<file path="config.mk">
export PLATFORM = sky130hd
export DESIGN_NAME = gaxi_fifo_sync
export DESIGN_NICKNAME = d
export VERILOG_FILES = /design/src/source/fifo_pkg.sv /design/src/source/fifo_control.sv /design/src/source/fifo_mem.sv /design/src/source/fifo_ptr_counter.sv /design/src/source/gaxi_fifo_sync.sv
export SDC_FILE = /design/constraint.sdc
export NUM_CORES = 1
export LEC_CHECK = 0
export BUFFER_PORTS_ARGS = -buffer_cell sky130_fd_sc_hd__buf_4
export CORE_ASPECT_RATIO = 1.2
export CORE_MARGIN = 2
export CORE_UTILIZATION = 38
export DETAILED_ROUTE_END_ITERATION = 6
export PLACE_DENSITY_LB_ADDON = 0.05
export RECOVER_POWER = 50
export SLEW_MARGIN = 20
export SYNTH_ARGS = -nofsm -noshare
export SYNTH_HDL_FRONTEND = slang
export SYNTH_HIERARCHICAL = 1
export SYNTH_SLANG_ARGS = --single-unit
export TNS_END_PERCENT = 50
</file>
<file path="constraint.sdc">
create_clock -name i_axi_aclk -period 2.59 [get_ports i_axi_aclk]
set_input_delay 0.259 -clock i_axi_aclk [delete_from_list [all_inputs] [get_ports i_axi_aclk]]
set_output_delay 0.259 -clock i_axi_aclk [all_outputs]
set_load 0.01 [all_outputs]
</file>
<file path="src/source/fifo_pkg.sv">
/*
 * Shared sizes for the synchronous valid/ready FIFO
 * Data width, depth, pointer and count widths, almost margins
 */

`default_nettype none

package fifo_pkg;

        // ------------------------------------------------------------------
        // Storage geometry
        // ------------------------------------------------------------------

        // Width of one stored word
        localparam int DATA_WIDTH = 8;

        // Entry count, not a power of two on purpose
        localparam int DEPTH = 6;

        // Address bits needed to index DEPTH entries
        localparam int ADDR_WIDTH = $clog2(DEPTH);

        // Address plus one wrap bit
        localparam int PTR_WIDTH = ADDR_WIDTH + 1;

        // Occupancy must reach DEPTH itself
        localparam int COUNT_WIDTH = PTR_WIDTH;

        // ------------------------------------------------------------------
        // Almost flag thresholds
        // ------------------------------------------------------------------

        // Almost full at DEPTH - margin and above
        localparam int ALMOST_WR_MARGIN = 1;

        // Almost empty at margin and below
        localparam int ALMOST_RD_MARGIN = 1;

endpackage : fifo_pkg

`default_nettype wire

</file>
<file path="src/source/fifo_control.sv">
/*
 * FIFO control with handshake gating and enable generation
 * Registered occupancy, full, empty and almost flags
 */

`timescale 1ns/1ps
`default_nettype none

module fifo_control import fifo_pkg::*; (
        input  wire logic                   i_axi_aclk,
        input  wire logic                   i_axi_aresetn,
        input  wire logic                   i_wr_valid,
        input  wire logic                   i_rd_ready,
        input  wire logic [PTR_WIDTH-1:0]   i_wr_ptr_next,
        input  wire logic [PTR_WIDTH-1:0]   i_rd_ptr_next,
        output logic                        o_wr_en,
        output logic                        o_rd_en,
        output logic                        o_wr_ready,
        output logic                        o_rd_valid,
        output logic [COUNT_WIDTH-1:0]      o_count,
        output logic                        o_almost_full,
        output logic                        o_almost_empty
);

        // Flag thresholds in count width
        localparam logic [COUNT_WIDTH-1:0] CNT_DEPTH   = COUNT_WIDTH'(DEPTH);
        localparam logic [COUNT_WIDTH-1:0] CNT_AF_MIN  =
                COUNT_WIDTH'(DEPTH - ALMOST_WR_MARGIN);
        localparam logic [COUNT_WIDTH-1:0] CNT_AE_MAX  = COUNT_WIDTH'(ALMOST_RD_MARGIN);

        // ------------------------------------------------------------------
        // Pointer fields and next state
        // ------------------------------------------------------------------
        logic [ADDR_WIDTH-1:0]  w_wr_addr;
        logic [ADDR_WIDTH-1:0]  w_rd_addr;
        logic                   w_wr_wrap;
        logic                   w_rd_wrap;
        logic [COUNT_WIDTH-1:0] w_count;
        logic                   w_full;
        logic                   w_empty;

        logic [COUNT_WIDTH-1:0] r_count;
        logic                   r_full;
        logic                   r_empty;
        logic                   r_almost_full;
        logic                   r_almost_empty;

        assign w_wr_addr = i_wr_ptr_next[ADDR_WIDTH-1:0];
        assign w_rd_addr = i_rd_ptr_next[ADDR_WIDTH-1:0];
        assign w_wr_wrap = i_wr_ptr_next[PTR_WIDTH-1];
        assign w_rd_wrap = i_rd_ptr_next[PTR_WIDTH-1];

        // Occupancy from the pointers after this edge
        always_comb begin
                if (w_wr_wrap == w_rd_wrap) begin
                        // Same lap, plain difference
                        w_count = COUNT_WIDTH'(w_wr_addr) - COUNT_WIDTH'(w_rd_addr);
                end else begin
                        // Writer one lap ahead
                        w_count = CNT_DEPTH - COUNT_WIDTH'(w_rd_addr)
                                + COUNT_WIDTH'(w_wr_addr);
                end
        end

        // Same address on different laps means full
        assign w_full  = (w_wr_addr == w_rd_addr) && (w_wr_wrap != w_rd_wrap);
        // Identical pointers means empty
        assign w_empty = (i_wr_ptr_next == i_rd_ptr_next);

        // ------------------------------------------------------------------
        // Flag and count registers
        // ------------------------------------------------------------------
        always_ff @(posedge i_axi_aclk) begin
                if (!i_axi_aresetn) begin
                        r_count        <= '0;
                        r_full         <= 1'b0;
                        r_empty        <= 1'b1;
                        r_almost_full  <= 1'b0;
                        r_almost_empty <= 1'b1;
                end else begin
                        r_count        <= w_count;
                        r_full         <= w_full;
                        r_empty        <= w_empty;
                        r_almost_full  <= (w_count >= CNT_AF_MIN);
                        r_almost_empty <= (w_count <= CNT_AE_MAX);
                end
        end

        // Enables only when the handshake can complete
        assign o_wr_en = i_wr_valid && !r_full;
        assign o_rd_en = i_rd_ready && !r_empty;

        // Handshake side of the flags
        assign o_wr_ready     = !r_full;
        assign o_rd_valid     = !r_empty;
        assign o_count        = r_count;
        assign o_almost_full  = r_almost_full;
        assign o_almost_empty = r_almost_empty;

endmodule : fifo_control

`default_nettype wire

</file>
<file path="src/source/fifo_mem.sv">
/*
 * FIFO storage array
 * Clocked write port, combinational look-ahead read port
 */

`timescale 1ns/1ps
`default_nettype none

module fifo_mem import fifo_pkg::*; (
        input  wire logic                    i_axi_aclk,
        input  wire logic                    i_wr_en,
        input  wire logic [ADDR_WIDTH-1:0]   i_wr_addr,
        input  wire logic [DATA_WIDTH-1:0]   i_wr_data,
        input  wire logic [ADDR_WIDTH-1:0]   i_rd_addr,
        output logic [DATA_WIDTH-1:0]        o_rd_data
);

        // ------------------------------------------------------------------
        // Storage
        // ------------------------------------------------------------------

        // One word per entry, contents undefined until written
        logic [DATA_WIDTH-1:0] mem [DEPTH];

        // Write port
        always_ff @(posedge i_axi_aclk) begin
                if (i_wr_en) begin
                        mem[i_wr_addr] <= i_wr_data;
                end
        end

        // ------------------------------------------------------------------
        // Read port
        // ------------------------------------------------------------------

        // Head word shows up as soon as the read pointer moves
        // Address stays below DEPTH by construction of the pointers
        always_comb begin
                o_rd_data = mem[i_rd_addr];
        end

endmodule : fifo_mem

`default_nettype wire

</file>
<file path="src/source/fifo_ptr_counter.sv">
/*
 * Binary FIFO pointer that wraps at DEPTH
 * Address part plus wrap bit, current and next values
 */

`timescale 1ns/1ps
`default_nettype none

module fifo_ptr_counter import fifo_pkg::*; (
        input  wire logic                 i_axi_aclk,
        input  wire logic                 i_axi_aresetn,
        input  wire logic                 i_enable,
        output logic [PTR_WIDTH-1:0]      o_ptr_curr,
        output logic [PTR_WIDTH-1:0]      o_ptr_next
);

        // Last valid address before the wrap
        localparam logic [ADDR_WIDTH-1:0] ADDR_LAST = ADDR_WIDTH'(DEPTH - 1);

        logic [PTR_WIDTH-1:0]  r_ptr;
        logic [ADDR_WIDTH-1:0] w_addr;
        logic                  w_wrap;

        // Split pointer into address and wrap bit
        assign w_addr = r_ptr[ADDR_WIDTH-1:0];
        assign w_wrap = r_ptr[PTR_WIDTH-1];

        // Next value, hold when idle
        always_comb begin
                o_ptr_next = r_ptr;
                if (i_enable) begin
                        if (w_addr == ADDR_LAST) begin
                                // Back to address zero, flip the lap
                                o_ptr_next = {~w_wrap, {ADDR_WIDTH{1'b0}}};
                        end else begin
                                o_ptr_next = {w_wrap, w_addr + ADDR_WIDTH'(1)};
                        end
                end
        end

        // Pointer register
        always_ff @(posedge i_axi_aclk) begin
                if (!i_axi_aresetn) begin
                        r_ptr <= '0;
                end else begin
                        r_ptr <= o_ptr_next;
                end
        end

        assign o_ptr_curr = r_ptr;

endmodule : fifo_ptr_counter

`default_nettype wire

</file>
<file path="src/source/gaxi_fifo_sync.sv">
/*
 * Synchronous valid/ready FIFO top level for any depth
 * Control block, write and read pointers, look-ahead storage
 */

`timescale 1ns/1ps
`default_nettype none

module gaxi_fifo_sync import fifo_pkg::*; (
        input  wire logic                    i_axi_aclk,
        input  wire logic                    i_axi_aresetn,
        // Write side
        input  wire logic                    i_wr_valid,
        input  wire logic [DATA_WIDTH-1:0]   i_wr_data,
        output logic                         o_wr_ready,
        // Read side
        output logic                         o_rd_valid,
        output logic [DATA_WIDTH-1:0]        o_rd_data,
        input  wire logic                    i_rd_ready,
        // Status
        output logic [COUNT_WIDTH-1:0]       o_count,
        output logic                         o_almost_full,
        output logic                         o_almost_empty
);

        // ------------------------------------------------------------------
        // Internal wires
        // ------------------------------------------------------------------
        logic                 w_wr_en;
        logic                 w_rd_en;
        logic [PTR_WIDTH-1:0] w_wr_ptr_curr;
        logic [PTR_WIDTH-1:0] w_wr_ptr_next;
        logic [PTR_WIDTH-1:0] w_rd_ptr_curr;
        logic [PTR_WIDTH-1:0] w_rd_ptr_next;

        // Handshake gating, flags and count
        fifo_control fifo_control_i (
                .i_axi_aclk     (i_axi_aclk),
                .i_axi_aresetn  (i_axi_aresetn),
                .i_wr_valid     (i_wr_valid),
                .i_rd_ready     (i_rd_ready),
                .i_wr_ptr_next  (w_wr_ptr_next),
                .i_rd_ptr_next  (w_rd_ptr_next),
                .o_wr_en        (w_wr_en),
                .o_rd_en        (w_rd_en),
                .o_wr_ready     (o_wr_ready),
                .o_rd_valid     (o_rd_valid),
                .o_count        (o_count),
                .o_almost_full  (o_almost_full),
                .o_almost_empty (o_almost_empty)
        );

        // Write pointer, steps on each accepted word
        fifo_ptr_counter write_ptr_i (
                .i_axi_aclk    (i_axi_aclk),
                .i_axi_aresetn (i_axi_aresetn),
                .i_enable      (w_wr_en),
                .o_ptr_curr    (w_wr_ptr_curr),
                .o_ptr_next    (w_wr_ptr_next)
        );

        // Read pointer, steps on each word handed off
        fifo_ptr_counter read_ptr_i (
                .i_axi_aclk    (i_axi_aclk),
                .i_axi_aresetn (i_axi_aresetn),
                .i_enable      (w_rd_en),
                .o_ptr_curr    (w_rd_ptr_curr),
                .o_ptr_next    (w_rd_ptr_next)
        );

        // Storage addressed by the pointer address bits
        fifo_mem fifo_mem_i (
                .i_axi_aclk (i_axi_aclk),
                .i_wr_en    (w_wr_en),
                .i_wr_addr  (w_wr_ptr_curr[ADDR_WIDTH-1:0]),
                .i_wr_data  (i_wr_data),
                .i_rd_addr  (w_rd_ptr_curr[ADDR_WIDTH-1:0]),
                .o_rd_data  (o_rd_data)
        );

endmodule : gaxi_fifo_sync

`default_nettype wire
</file>
## Word level (Yosys, flattened, before mapping)

Memories as Yosys holds them, arrays and structs flattened. A register that Yosys moved wholly into a read port is not among the register bits.
Cells that the tools add are included.

- Register bits: 16
- Memory bits (writable): 48
- Input bits: 12
- Output and inout port bits: 16
- Word-level logic and storage cells: 36
- Memories: 1

- Add/subtract/negate cells: 5
- Magnitude comparators: 2
- Equal/unequal tests: 6
- Muxes and demuxes: 8
- Bitwise gates (word level): 2
- Reduce and logical (&&, ||, !) cells: 5

Memory list:

| memory | words | width | rd ports | clocked after memory_dff | write ports | RTL line | source |
|---|---|---|---|---|---|---|---|
| fifo_mem_i.mem | 6 | 8 | 1 | 1 | 1 | fifo_mem.sv:23 | `logic [DATA_WIDTH-1:0] mem [DEPTH];` |

Operators with widths:

| cell | count |
|---|---|
| 4-bit 2-to-1 mux | 5 |
| 3-bit by 1-bit adder with 3-bit output, second input constant | 2 |
| 3-bit == test, second input constant | 2 |
| 4-bit by 3-bit adder with 4-bit output | 1 |
| 4-bit == test | 1 |
| 4-bit by 3-bit >= comparator with 1-bit output, second input constant | 1 |
| 4-bit by 1-bit <= comparator with 1-bit output, second input constant | 1 |
| 3-bit by 3-bit subtractor with 4-bit output | 1 |
| 3-bit by 3-bit subtractor with 4-bit output, first input constant | 1 |
| 3-bit == test | 1 |
| 1-bit logical AND | 3 |
| 3-bit 2-to-1 mux | 1 |
| 1-bit logical NOT | 2 |
| 1-bit 2-to-1 mux | 2 |
| 1-bit NOT | 2 |
| 1-bit == test | 1 |
| 1-bit != test | 1 |

## Logic depth before layout (Yosys ltp)

Gate-level depths: netlist of run 1.

- Depth after elaboration: 7
- Gate-level depth with buffers: 11

## By module

The synthesis of run 1 kept the hierarchy.

Modules (own cells, without submodules):

| module | instances | cells each | area each (um2) | seq. area each (um2) |
|---|---|---|---|---|
| fifo_mem | 1 | 105 | 1918.1 | 1441.4 |
| fifo_control | 1 | 52 | 498.0 | 160.2 |
| fifo_ptr_counter | 2 | 19 | 197.7 | 80.1 |

## Worst setup path after synthesis of run 1

Ideal clock, no wire load.

- Kind: flip-flop to flip-flop
- Start: register fifo_control_i.r_full
- End: register fifo_control_i.r_almost_full (netlist: fifo_control_i/o_almost_full)
- Arrival time: 2.525 ns
- Data required time: 2.468 ns
- Setup slack: -0.057 ns
- Cell stages (with the launch flop): 12
- Path buffers: 0
- Period minus slack after synthesis: 2.647 ns
- Cells stage by stage: dfxtp_1 -> nor2b_1 -> and4bb_1 -> or2_1 -> inv_1 -> ha_1 -> inv_1 -> ha_1 -> fa_1 -> xnor2_1 -> a21boi_1 -> a221o_1

- Word-level cells in the longest chain between the ends: 6

Ends and longest elaborated chain:

| element | RTL line | source |
|---|---|---|
| start: declaration | fifo_control.sv:43 | `logic r_full;` |
| start signal: assignment | fifo_control.sv:82 | `r_full <= w_full;` |
| 1-bit logical NOT * | fifo_control.sv:90 | `assign o_wr_en = i_wr_valid && !r_full;` |
| 1-bit logical AND * | fifo_control.sv:90 |  |
| net w_wr_en | gaxi_fifo_sync.sv:29 | `logic w_wr_en;` |
| 4-bit 2-to-1 mux * | fifo_ptr_counter.sv:31 | `if (i_enable) begin` |
| net w_wr_ptr_next[1] | gaxi_fifo_sync.sv:32 | `logic [PTR_WIDTH-1:0] w_wr_ptr_next;` |
| 4-bit by 3-bit adder with 4-bit output / 3-bit by 3-bit subtractor with 4-bit output (equally long branches) | fifo_control.sv:61, fifo_control.sv:57 |  |
| 4-bit 2-to-1 mux * | fifo_control.sv:55 | `if (w_wr_wrap == w_rd_wrap) begin` |
| 4-bit by 3-bit >= comparator with 1-bit output * | fifo_control.sv:84 | `r_almost_full <= (w_count >= CNT_AF_MIN);` |
| end signal: assignment | fifo_control.sv:84 |  |
| end: declaration | fifo_control.sv:45 | `logic r_almost_full;` |

The timed path passes the listed nets; every way through them passes the cells marked *.
A chain may end at the register's enable or synchronous reset.

## Worst setup path after layout of run 1

Ends and elaborated chain as after synthesis.

==> results of run 1 <==
-- area by class of cell --
type                    count  area [µm²]  area share
clock buffers              10         128      0.0364
repair buffers             56         368       0.105
inverters                  11        41.3      0.0118
clock inverters             5        72.6      0.0207
multi-input cells         115        1020       0.291
flip-flops and latches     64        1760       0.503
well taps                  90         113      0.0321
-- registers in the layout, summed over array words and instances, names as in the netlist --
register,count
fifo_control_i/o_almost_full,1
fifo_control_i/o_count,4
read_ptr_i/o_ptr_curr,4
write_ptr_i/o_ptr_curr,4
fifo_control_i/o_almost_empty,1
fifo_mem_i/mem,48
fifo_control_i/r_full,1
fifo_control_i/r_empty,1
-- logic make-up after synthesis --
| kind of cell | share of synthesized area |
|---|---|
| AOI/OAI and AO/OA | 0.0872 |
| buffers and inverters | 0.0338 |
| xor gates and xnor gates | 0.0276 |
| DFF | 0.627 |
| muxes | 0.0961 |
| adders and majority gates | 0.0409 |
| and+or+nand+nor | 0.0877 |
-- metrics by stage --
step            util  total power, µW  hold WS (ps)  instance area (µm²)  setup WS (ps)
6_report       0.485             2540           226                 3500           79.1
5_1_grt        0.485             2670           226                 3500          -13.7
3_5_place_dp   0.449             1690           478                 3250           -152
4_1_cts        0.483             2570           127                 3490           5.65
3_3_place_gp   0.449             1670           466                 3250          -34.3
2_1_floorplan      -             1510           335                 2810           18.6
-- power breakdown --
| group | internal, µW | switching [µW] |
|---|---|---|
| clock | 529 | 336 |
| sequential | 1160 | 23.3 |
| combinational | 242 | 251 |
-- Yosys cell counts, drive strengths merged (5+ instances only) --
library cell  count  area share
a21boi            5       0.013
a21oi             9       0.021
a22o              8       0.025
dfxtp            16        0.11
edfxtp           48        0.51
ha                6       0.027
inv              11       0.015
mux2i            27       0.096
nand2             5      0.0067
nand2b            5       0.011
nor2              7      0.0093
nor2b             6       0.014
o21a              5       0.013
xnor2             5       0.016
-- worst max-delay path: stages (launching register included) --
cell	delay, ps
dfxtp_2	330
nor2b_4	140
and4bb_1	230
or2_1	140
inv_2	60
ha_4	270
inv_2	30
ha_2	170
fa_1	460
mux2i_1	210
nor2b_2	70
a221o_1	290
-- layer usage --
layer | GRT usage | wire [µm]
met1 | 0.166 | 2290
met2 | 0.272 | 3070
met3 | 0.0397 | 202
met4 | 0.0643 | 68
met5 | 0 | 0
-- how the worst min path moves through the flow --
stage | slack (ps) | to
2_1_floorplan | 340 | fifo_control_i/r_empty$_SDFF_PN1_
3_3_place_gp | 470 | read_ptr_i/o_ptr_curr[3]$_SDFF_PN0_
3_5_place_dp | 480 | fifo_mem_i/mem[0][4]$_DFFE_PP_
4_1_cts | 130 | fifo_mem_i/mem[3][5]$_DFFE_PP_
5_1_grt | 230 | fifo_mem_i/mem[3][3]$_DFFE_PP_
6_report | 230 | fifo_control_i/r_empty$_SDFF_PN1_
-- repair_timing --
item | 4_1_cts | 5_1_grt
gates resized for setup | 6 | 9
setup buffers | 3 | 3
endpoints found under the setup margin | 3 | 3
pin swaps | 4 | 7
==> results.py, run 1 <==
metrics = {
    "logic_synthesis": {
        "synth_ff_type": "edfxtp_1",
        "synth_seq_cells": 64,
        "yosysWarnings": 6,
        "synth_nets": 215,
        "ys_async_sr_fraction": 0,
        "seq_area_frac_synth": 0.627,
        "synth_cell_type_count": 36,
        "avgSynthCellArea_um2": 14.4,
        "synth_area_um2": 2810,
        "syn_inst": 195,
        "synth_edf_count": 48,
    },
    "worst_hold_path": {
        "hold_depth": 2,
        "hold_path_class": "input port to flip-flop",
        "worstHoldStart": "i_axi_aresetn",
    },
    "sta": {
        "period_minus_slack_ps": 2510,
        "clock.fmax_ghz": 0.398,
        "tns_ps": 0,
        "fin_crit_sh": 0.969,
        "final-hold-violation-count": 0,
        "maxSlewViolCount": 0,
        "finalSetupViolCount": 0,
        "finClkSkew_ps": 7.25,
        "slew-limit-headroom": 0.710,
        "rsz0062_at_grt": "yes",
        "worstMarginPinSlew_ps": 436,
    },
    "floorplan": {
        "die_h_um": 98.2,
        "dieArea_um2": 8110,
        "std_cell_rows": 34,
        "io_pins": 28,
        "core_um2": 7230,
        "die_x_um": 82.5,
        "initial_core_util": 0.389,
    },
    "global_route": {
        "grt_first_pass_wirelength_um": 8800,
        "grt_pass1_vias": 1770,
        "antenna_found_initial": 0,
        "grt_usage": 0.153,
        "grt_max_degree": 26,
        "gr-total-overflow": 0,
    },
    "routing": {
        "firstDrtPassIters": 4,
        "vias_per_cell": 4.89,
        "vias": 1718,
        "drc_errors": 0,
        "ant_nets": 0,
        "routed_wl_um": 5630,
        "drtIter0Drc": 51,
        "routedWlPerCell_um": 16.0,
    },
    "critical_path": {
        "crit_path_end_kind": "flip-flop",
        "crit_path_end": "fifo_control_i/o_almost_full$_SDFF_PN0_",
        "rrSetupSlack_ps": 80,
        "r2r-end": "fifo_control_i/o_almost_full$_SDFF_PN0_",
        "critical_path_class": "flip-flop to flip-flop",
        "critPathMaxFanout": 5,
        "r2r_cells": 11,
        "r2r_start": "fifo_control_i/r_full$_SDFF_PN0_",
        "setup.worst_path.start_class": "flip-flop",
        "startpoint": "fifo_control_i/r_full$_SDFF_PN0_",
        "required_ps": 2800,
        "arrival_ps": 2720,
    },
    "power_and_ir_drop": {
        "power.density_nw_per_um2": 725,
        "power_leakage_uw": 0.00133,
        "ir_worst_vdd_uv": 319,
    },
    "place": {
        "portBuffers": 27,
        "dp.cells": 330,
        "dpl.hpwl_um": 3790,
        "gp_congestion": 0.746,
    },
    "layout": {
        "antenna_cells": 0,
        "drive_gt1_frac": 0.287,
        "fillers": 660,
        "syn_to_final_growth_pct": 24.7,
        "nets": 277,
        "mostFrequentLayoutCell": "edfxtp_1",
        "stdcell_count": 351,
        "final_cell_mix": "48 x edfxtp_1, 41 x buf_4, 27 x mux2i_1",
    },
    "cts": {
        "root_buffer": "clkbuf_8",
        "cts_sinks": 64,
        "cts_buffer_depth": 2,
        "clkTransAtPathRegs_ps": 60,
        "cts_tree": "yes",
        "cts_inserted_buffers": 9,
        "cts.htree.levels": 3,
        "cts_hold_buf": 0,
        "insertion_delay_ps": 320,
    },
    "run": {
        "cap_violations": 0,
    },
    "run_status": {
        "outcome": "finished clean",
    },
}
Note: power is estimated with default switching activity, not from simulation.
==> inputs of run 2 (changes only) <==
--- a/config.mk
+++ b/config.mk
@@ -10,6 +10,7 @@
 export CORE_MARGIN = 2
 export CORE_UTILIZATION = 38
 export DETAILED_ROUTE_END_ITERATION = 6
+export MAX_ROUTING_LAYER = met4
 export PLACE_DENSITY_LB_ADDON = 0.05
 export RECOVER_POWER = 50
 export SLEW_MARGIN = 20
==> run 2 against run 1 <==
Against the previous run: final cell count stayed put; power about the same; clock-buffer cell count did not move; critical path type unchanged; largest cell class unchanged; highest routed layer unchanged.
==> results.py, run 2 (synthesis gave the netlist of run 1 again) <==
metrics = {
    "global_route": {
        "grt_pass1_vias": 1771,
        "grt_max_degree": 26,
        "grt_first_pass_wirelength_um": 8790,
        "antenna_found_initial": 0,
        "gr-total-overflow": 0,
        "grt_usage": 0.157,
    },
    "run_status": {
        "outcome": "finished clean",
    },
    "critical_path": {
        "crit_path_end_kind": "flip-flop",
        "required_ps": 2800,
        "setup.worst_path.start_class": "flip-flop",
        "critical_path_class": "flip-flop to flip-flop",
        "critPathMaxFanout": 6,
        "arrival_ps": 2710,
    },
    "worst_hold_path": {
        "hold_path_class": "input port to flip-flop",
    },
    "floorplan": {
        "initial_core_util": 0.389,
        "core_um2": 7230,
        "dieArea_um2": 8110,
        "die_x_um": 82.5,
        "io_pins": 28,
        "die_h_um": 98.2,
        "std_cell_rows": 34,
    },
    "cts": {
        "clkTransAtPathRegs_ps": 60,
        "cts_buffer_depth": 2,
        "cts_sinks": 64,
        "cts.htree.levels": 3,
        "insertion_delay_ps": 320,
        "cts_inserted_buffers": 9,
        "cts_tree": "yes",
        "root_buffer": "clkbuf_8",
    },
    "routing": {
        "routedWlPerCell_um": 16.0,
        "drtIter0Drc": 72,
        "firstDrtPassIters": 4,
        "routed_wl_um": 5610,
        "vias_per_cell": 4.88,
        "ant_nets": 0,
        "drc_errors": 0,
        "vias": 1712,
    },
    "power_and_ir_drop": {
        "power_leakage_uw": 0.00133,
        "ir_worst_vdd_uv": 320,
        "power.density_nw_per_um2": 725,
    },
    "layout": {
        "fin_util": 0.485,
        "nets": 277,
        "syn_to_final_growth_pct": 24.7,
        "drive_gt1_frac": 0.287,
        "largest_register_ffs": 48,
        "antenna_cells": 0,
        "stdcell_count": 351,
        "largest-register": "fifo_mem_i/mem",
        "mostFrequentLayoutCell": "edfxtp_1",
        "final_cell_mix": "48 x edfxtp_1, 41 x buf_4, 27 x mux2i_1",
    },
    "sta": {
        "finalSetupViolCount": 0,
        "clock.fmax_ghz": 0.400,
        "period_minus_slack_ps": 2500,
        "worstMarginPinSlew_ps": 436,
        "maxSlewViolCount": 0,
        "final-hold-violation-count": 0,
        "worst_hold_slack_ps": 232,
        "tns_ps": 0,
        "rsz0062_at_grt": "yes",
        "finClkSkew_ps": 7.28,
        "slew-limit-headroom": 0.709,
        "fin_crit_sh": 0.966,
    },
    "place": {
        "dp.cells": 330,
        "dpl.hpwl_um": 3790,
        "gp_congestion": 0.756,
        "portBuffers": 27,
    },
    "run": {
        "cap_violations": 0,
    },
}
## run 2: cell counts in the layout (fill, tap and decap cells not counted)
Identical to the previous run, type by type.
## run 2: path summary, 6_finish.rpt
path / start / endpoint / slack (ps) / cells after the start
worst min register to register: read_ptr_i/o_ptr_curr[3]$_SDFF_PN0_ / read_ptr_i/o_ptr_curr[3]$_SDFF_PN0_ / 490 / 2
worst max-delay path: read_ptr_i/o_ptr_curr[1]$_SDFF_PN0_ / fifo_control_i/o_almost_full$_SDFF_PN0_ / 90 / 9
worst max register to register: read_ptr_i/o_ptr_curr[1]$_SDFF_PN0_ / fifo_control_i/o_almost_full$_SDFF_PN0_ / 90 / 9
worst min-delay path: i_axi_aresetn / fifo_control_i/r_empty$_SDFF_PN1_ / 230 / 2
## run 2: power by group
group | leakage, µW | internal, µW | switching (µW)
registers | 0.000569 | 1160 | 23.2
clock network | 0.000101 | 529 | 335
logic | 0.000656 | 242 | 251
total | 0.00133 | 1930 | 609
## run 2: metrics by stage
step / area [µm²] / power (µW) / setup WS [ps]
floorplan: 2810 / 1510 / 18.6
global placement: 3250 / 1670 / -34.3
detailed placement: 3250 / 1690 / -152
CTS: 3490 / 2570 / 5.65
global route: 3500 / 2670 / -13.7
finish: 3500 / 2540 / 88.1
## run 2: layout make-up
class | count | area [µm²]
fillers | 660 | 3730
flip-flops and latches | 64 | 1760
multi-input cells | 115 | 1020
repair buffers | 56 | 368
clock buffers | 10 | 128
well taps | 90 | 113
clock inverters | 5 | 72.6
inverters | 11 | 41.3
## run 2: critical path: stages, from the launching register on
cell and delay [ps]:
dfxtp_1 400, and4bb_1 220, or2_1 260, ha_4 290, inv_2 30, ha_2 170, fa_1 460, mux2i_1 200
nor2b_2 70, a221o_1 290
## run 2: timing repair
item                       in CTS  in global routing
hold buffers                    0                  0
gates cloned                    0                  0
pin swaps                       4                  7
setup endpoints to repair       3                  3
resized for setup               6                  9
setup buffers                   3                  3
## run 2: metal layers
layer / vias up / track usage / routed length (µm)
li1: 837 / - / -
met1: 840 / 0.166 / 2300
met2: 29 / 0.272 / 3060
met3: 6 / 0.0397 / 190
met4: 0 / 0.0643 / 56
met5: - / - / 0
==> inputs of run 3 (changes only) <==
==> constraint.sdc (replaced) <==
create_clock -name i_axi_aclk -period 2.8 [get_ports i_axi_aclk]
set_input_delay 0.28 -clock i_axi_aclk [delete_from_list [all_inputs] [get_ports i_axi_aclk]]
set_output_delay 0.28 -clock i_axi_aclk [all_outputs]
set_load 0.01 [all_outputs]
==> run 3 against run 2 <==
Against the previous run: setup slack better by 77 ps; first-iteration DRC count up 18%; sequential cell count unchanged; die area unchanged; clock power down 13%; cell area down 5.7%; critical path depth up 1; critical path type unchanged; critical endpoint unchanged; highest routed layer unchanged.
==> results.py, run 3 (synthesis gave the netlist of run 1 again) <==
metrics = {
    "run_status": {
        "outcome": "finished clean",
    },
    "routing": {
        "vias": 1655,
        "drt-met1-wl_um": 2210,
        "met2RoutedLength_um": 2930,
        "drtIter0Drc": 85,
        "wl_met3_um": 137,
        "firstDrtPassIters": 6,
        "ant_nets": 0,
        "routed_wl_um": 5350,
        "routedWlPerCell_um": 15.9,
        "drc_errors": 0,
        "vias_per_cell": 4.93,
        "topRoutingLayerUsed": "met4",
    },
    "critical_path": {
        "r2r_start": "write_ptr_i/o_ptr_curr[0]$_SDFF_PN0_",
        "required_ps": 3010,
        "critical_path_class": "flip-flop to flip-flop",
        "rrSetupSlack_ps": 170,
        "r2r-end": "fifo_control_i/o_almost_full$_SDFF_PN0_",
        "crit_path_end_kind": "flip-flop",
        "arrival_ps": 2850,
        "setup.worst_path.start_class": "flip-flop",
        "r2r_cells": 10,
        "critPathMaxFanout": 8,
    },
    "worst_hold_path": {
        "hold_depth": 1,
        "hold_path_class": "input port to flip-flop",
        "worstHoldStart": "i_wr_data[4]",
        "hold_end": "fifo_mem_i/mem[5][4]$_DFFE_PP_",
    },
    "layout": {
        "drive_gt1_frac": 0.203,
        "largest-register": "fifo_mem_i/mem",
        "syn_to_final_growth_pct": 17.5,
        "largest_register_ffs": 48,
        "nets": 261,
        "final_cell_mix": "48 x edfxtp_1, 27 x mux2i_1, 24 x buf_4",
        "antenna_cells": 0,
        "mostFrequentLayoutCell": "edfxtp_1",
    },
    "sta": {
        "final-hold-violation-count": 0,
        "maxSlewViolCount": 0,
        "clock.fmax_ghz": 0.380,
        "finalSetupViolCount": 0,
        "period_minus_slack_ps": 2630,
        "fin_crit_sh": 0.941,
        "fin_ws_ps": 165,
        "rsz0062_at_grt": "no",
        "tns_ps": 0,
        "finClkSkew_ps": 13.0,
        "worstMarginPinSlew_ps": 712,
        "worst_hold_slack_ps": 259,
        "slew-limit-headroom": 0.524,
    },
    "place": {
        "portBuffers": 27,
        "place_ws_ps": 47.9,
        "dpl.hpwl_um": 3630,
        "gp_congestion": 0.803,
    },
    "global_route": {
        "grt_usage": 0.156,
        "antenna_found_initial": 0,
        "gr-total-overflow": 0,
        "grt_first_pass_wirelength_um": 8690,
        "grt_max_degree": 26,
        "grt_pass1_vias": 1730,
    },
    "floorplan": {
        "die_h_um": 98.2,
        "io_pins": 28,
        "core_um2": 7230,
        "std_cell_rows": 34,
        "dieArea_um2": 8110,
        "initial_core_util": 0.389,
        "die_x_um": 82.5,
    },
    "cts": {
        "clkTransAtPathRegs_ps": 80,
        "cts_inserted_buffers": 9,
        "cts_buffer_depth": 2,
        "cts_tree": "yes",
        "cts.htree.levels": 3,
        "cts_sinks": 64,
        "insertion_delay_ps": 330,
        "root_buffer": "clkbuf_8",
    },
    "power_and_ir_drop": {
        "power.density_nw_per_um2": 676,
        "ir_worst_vdd_uv": 301,
        "power_leakage_uw": 0.00122,
    },
    "run": {
        "cap_violations": 0,
    },
}
[run 3: metal layers]
metal	GRT usage	vias up
met1	0.175	821
met2	0.257	23
met3	0.0407	7
met4	0.0656	0
met5	-	-
li1	-	804
[run 3: worst max-delay path by stage]
stage / start / end / slack (ps) / depth (start not counted)
2_1_floorplan: i_wr_valid / fifo_control_i/o_almost_full$_SDFF_PN0_ / 150 / 11
3_3_place_gp: i_wr_valid / fifo_control_i/o_almost_full$_SDFF_PN0_ / 120 / 12
3_5_place_dp: i_wr_valid / fifo_control_i/o_almost_full$_SDFF_PN0_ / 50 / 12
4_1_cts: fifo_control_i/r_full$_SDFF_PN0_ / fifo_control_i/o_almost_full$_SDFF_PN0_ / 90 / 11
5_1_grt: write_ptr_i/o_ptr_curr[0]$_SDFF_PN0_ / fifo_control_i/o_almost_full$_SDFF_PN0_ / 5 / 10
6_report: write_ptr_i/o_ptr_curr[0]$_SDFF_PN0_ / fifo_control_i/o_almost_full$_SDFF_PN0_ / 170 / 10
[run 3: repair_timing]
action,4_1_cts,5_1_grt
resized for setup,0,3
hold buffers,0,0
endpoints found under the setup margin,0,1
setup buffers,0,0
[run 3: report_power, final]
part | internal [µW] | switching [µW] | total [µW]
logic | 182 | 209 | 390
clock network | 406 | 342 | 749
registers | 1070 | 21.3 | 1100
total | 1660 | 572 | 2230
[run 3: worst max-delay path: stages, from the launching register on]
cell and delay (ps):
dfxtp_1 440, and4bb_1 260, or2_1 150, inv_1 80
ha_1 320, inv_1 50, ha_1 180, fa_1 450
mux2i_1 190, nor2b_2 80, a221o_1 310
[run 3: final cells by class]
cell class	count	area [µm²]
sequential	64	1760
fill	684	3930
timing repair buffer	40	240
clock inverter	6	60.1
inverter	11	41.3
multi-input combinational	115	957
clock buffer	10	128
tap	90	113
[run 3: metrics by stage]
stage | utilization | total power (µW) | cell area [µm²] | instances
global route | 0.457 | 2360 | 3300 | 336
finish | 0.457 | 2230 | 3300 | 336
floorplan | - | 1390 | 2810 | 195
CTS | 0.464 | 2290 | 3360 | 336
global placement | 0.438 | 1530 | 3170 | 320
detailed placement | 0.438 | 1540 | 3170 | 320
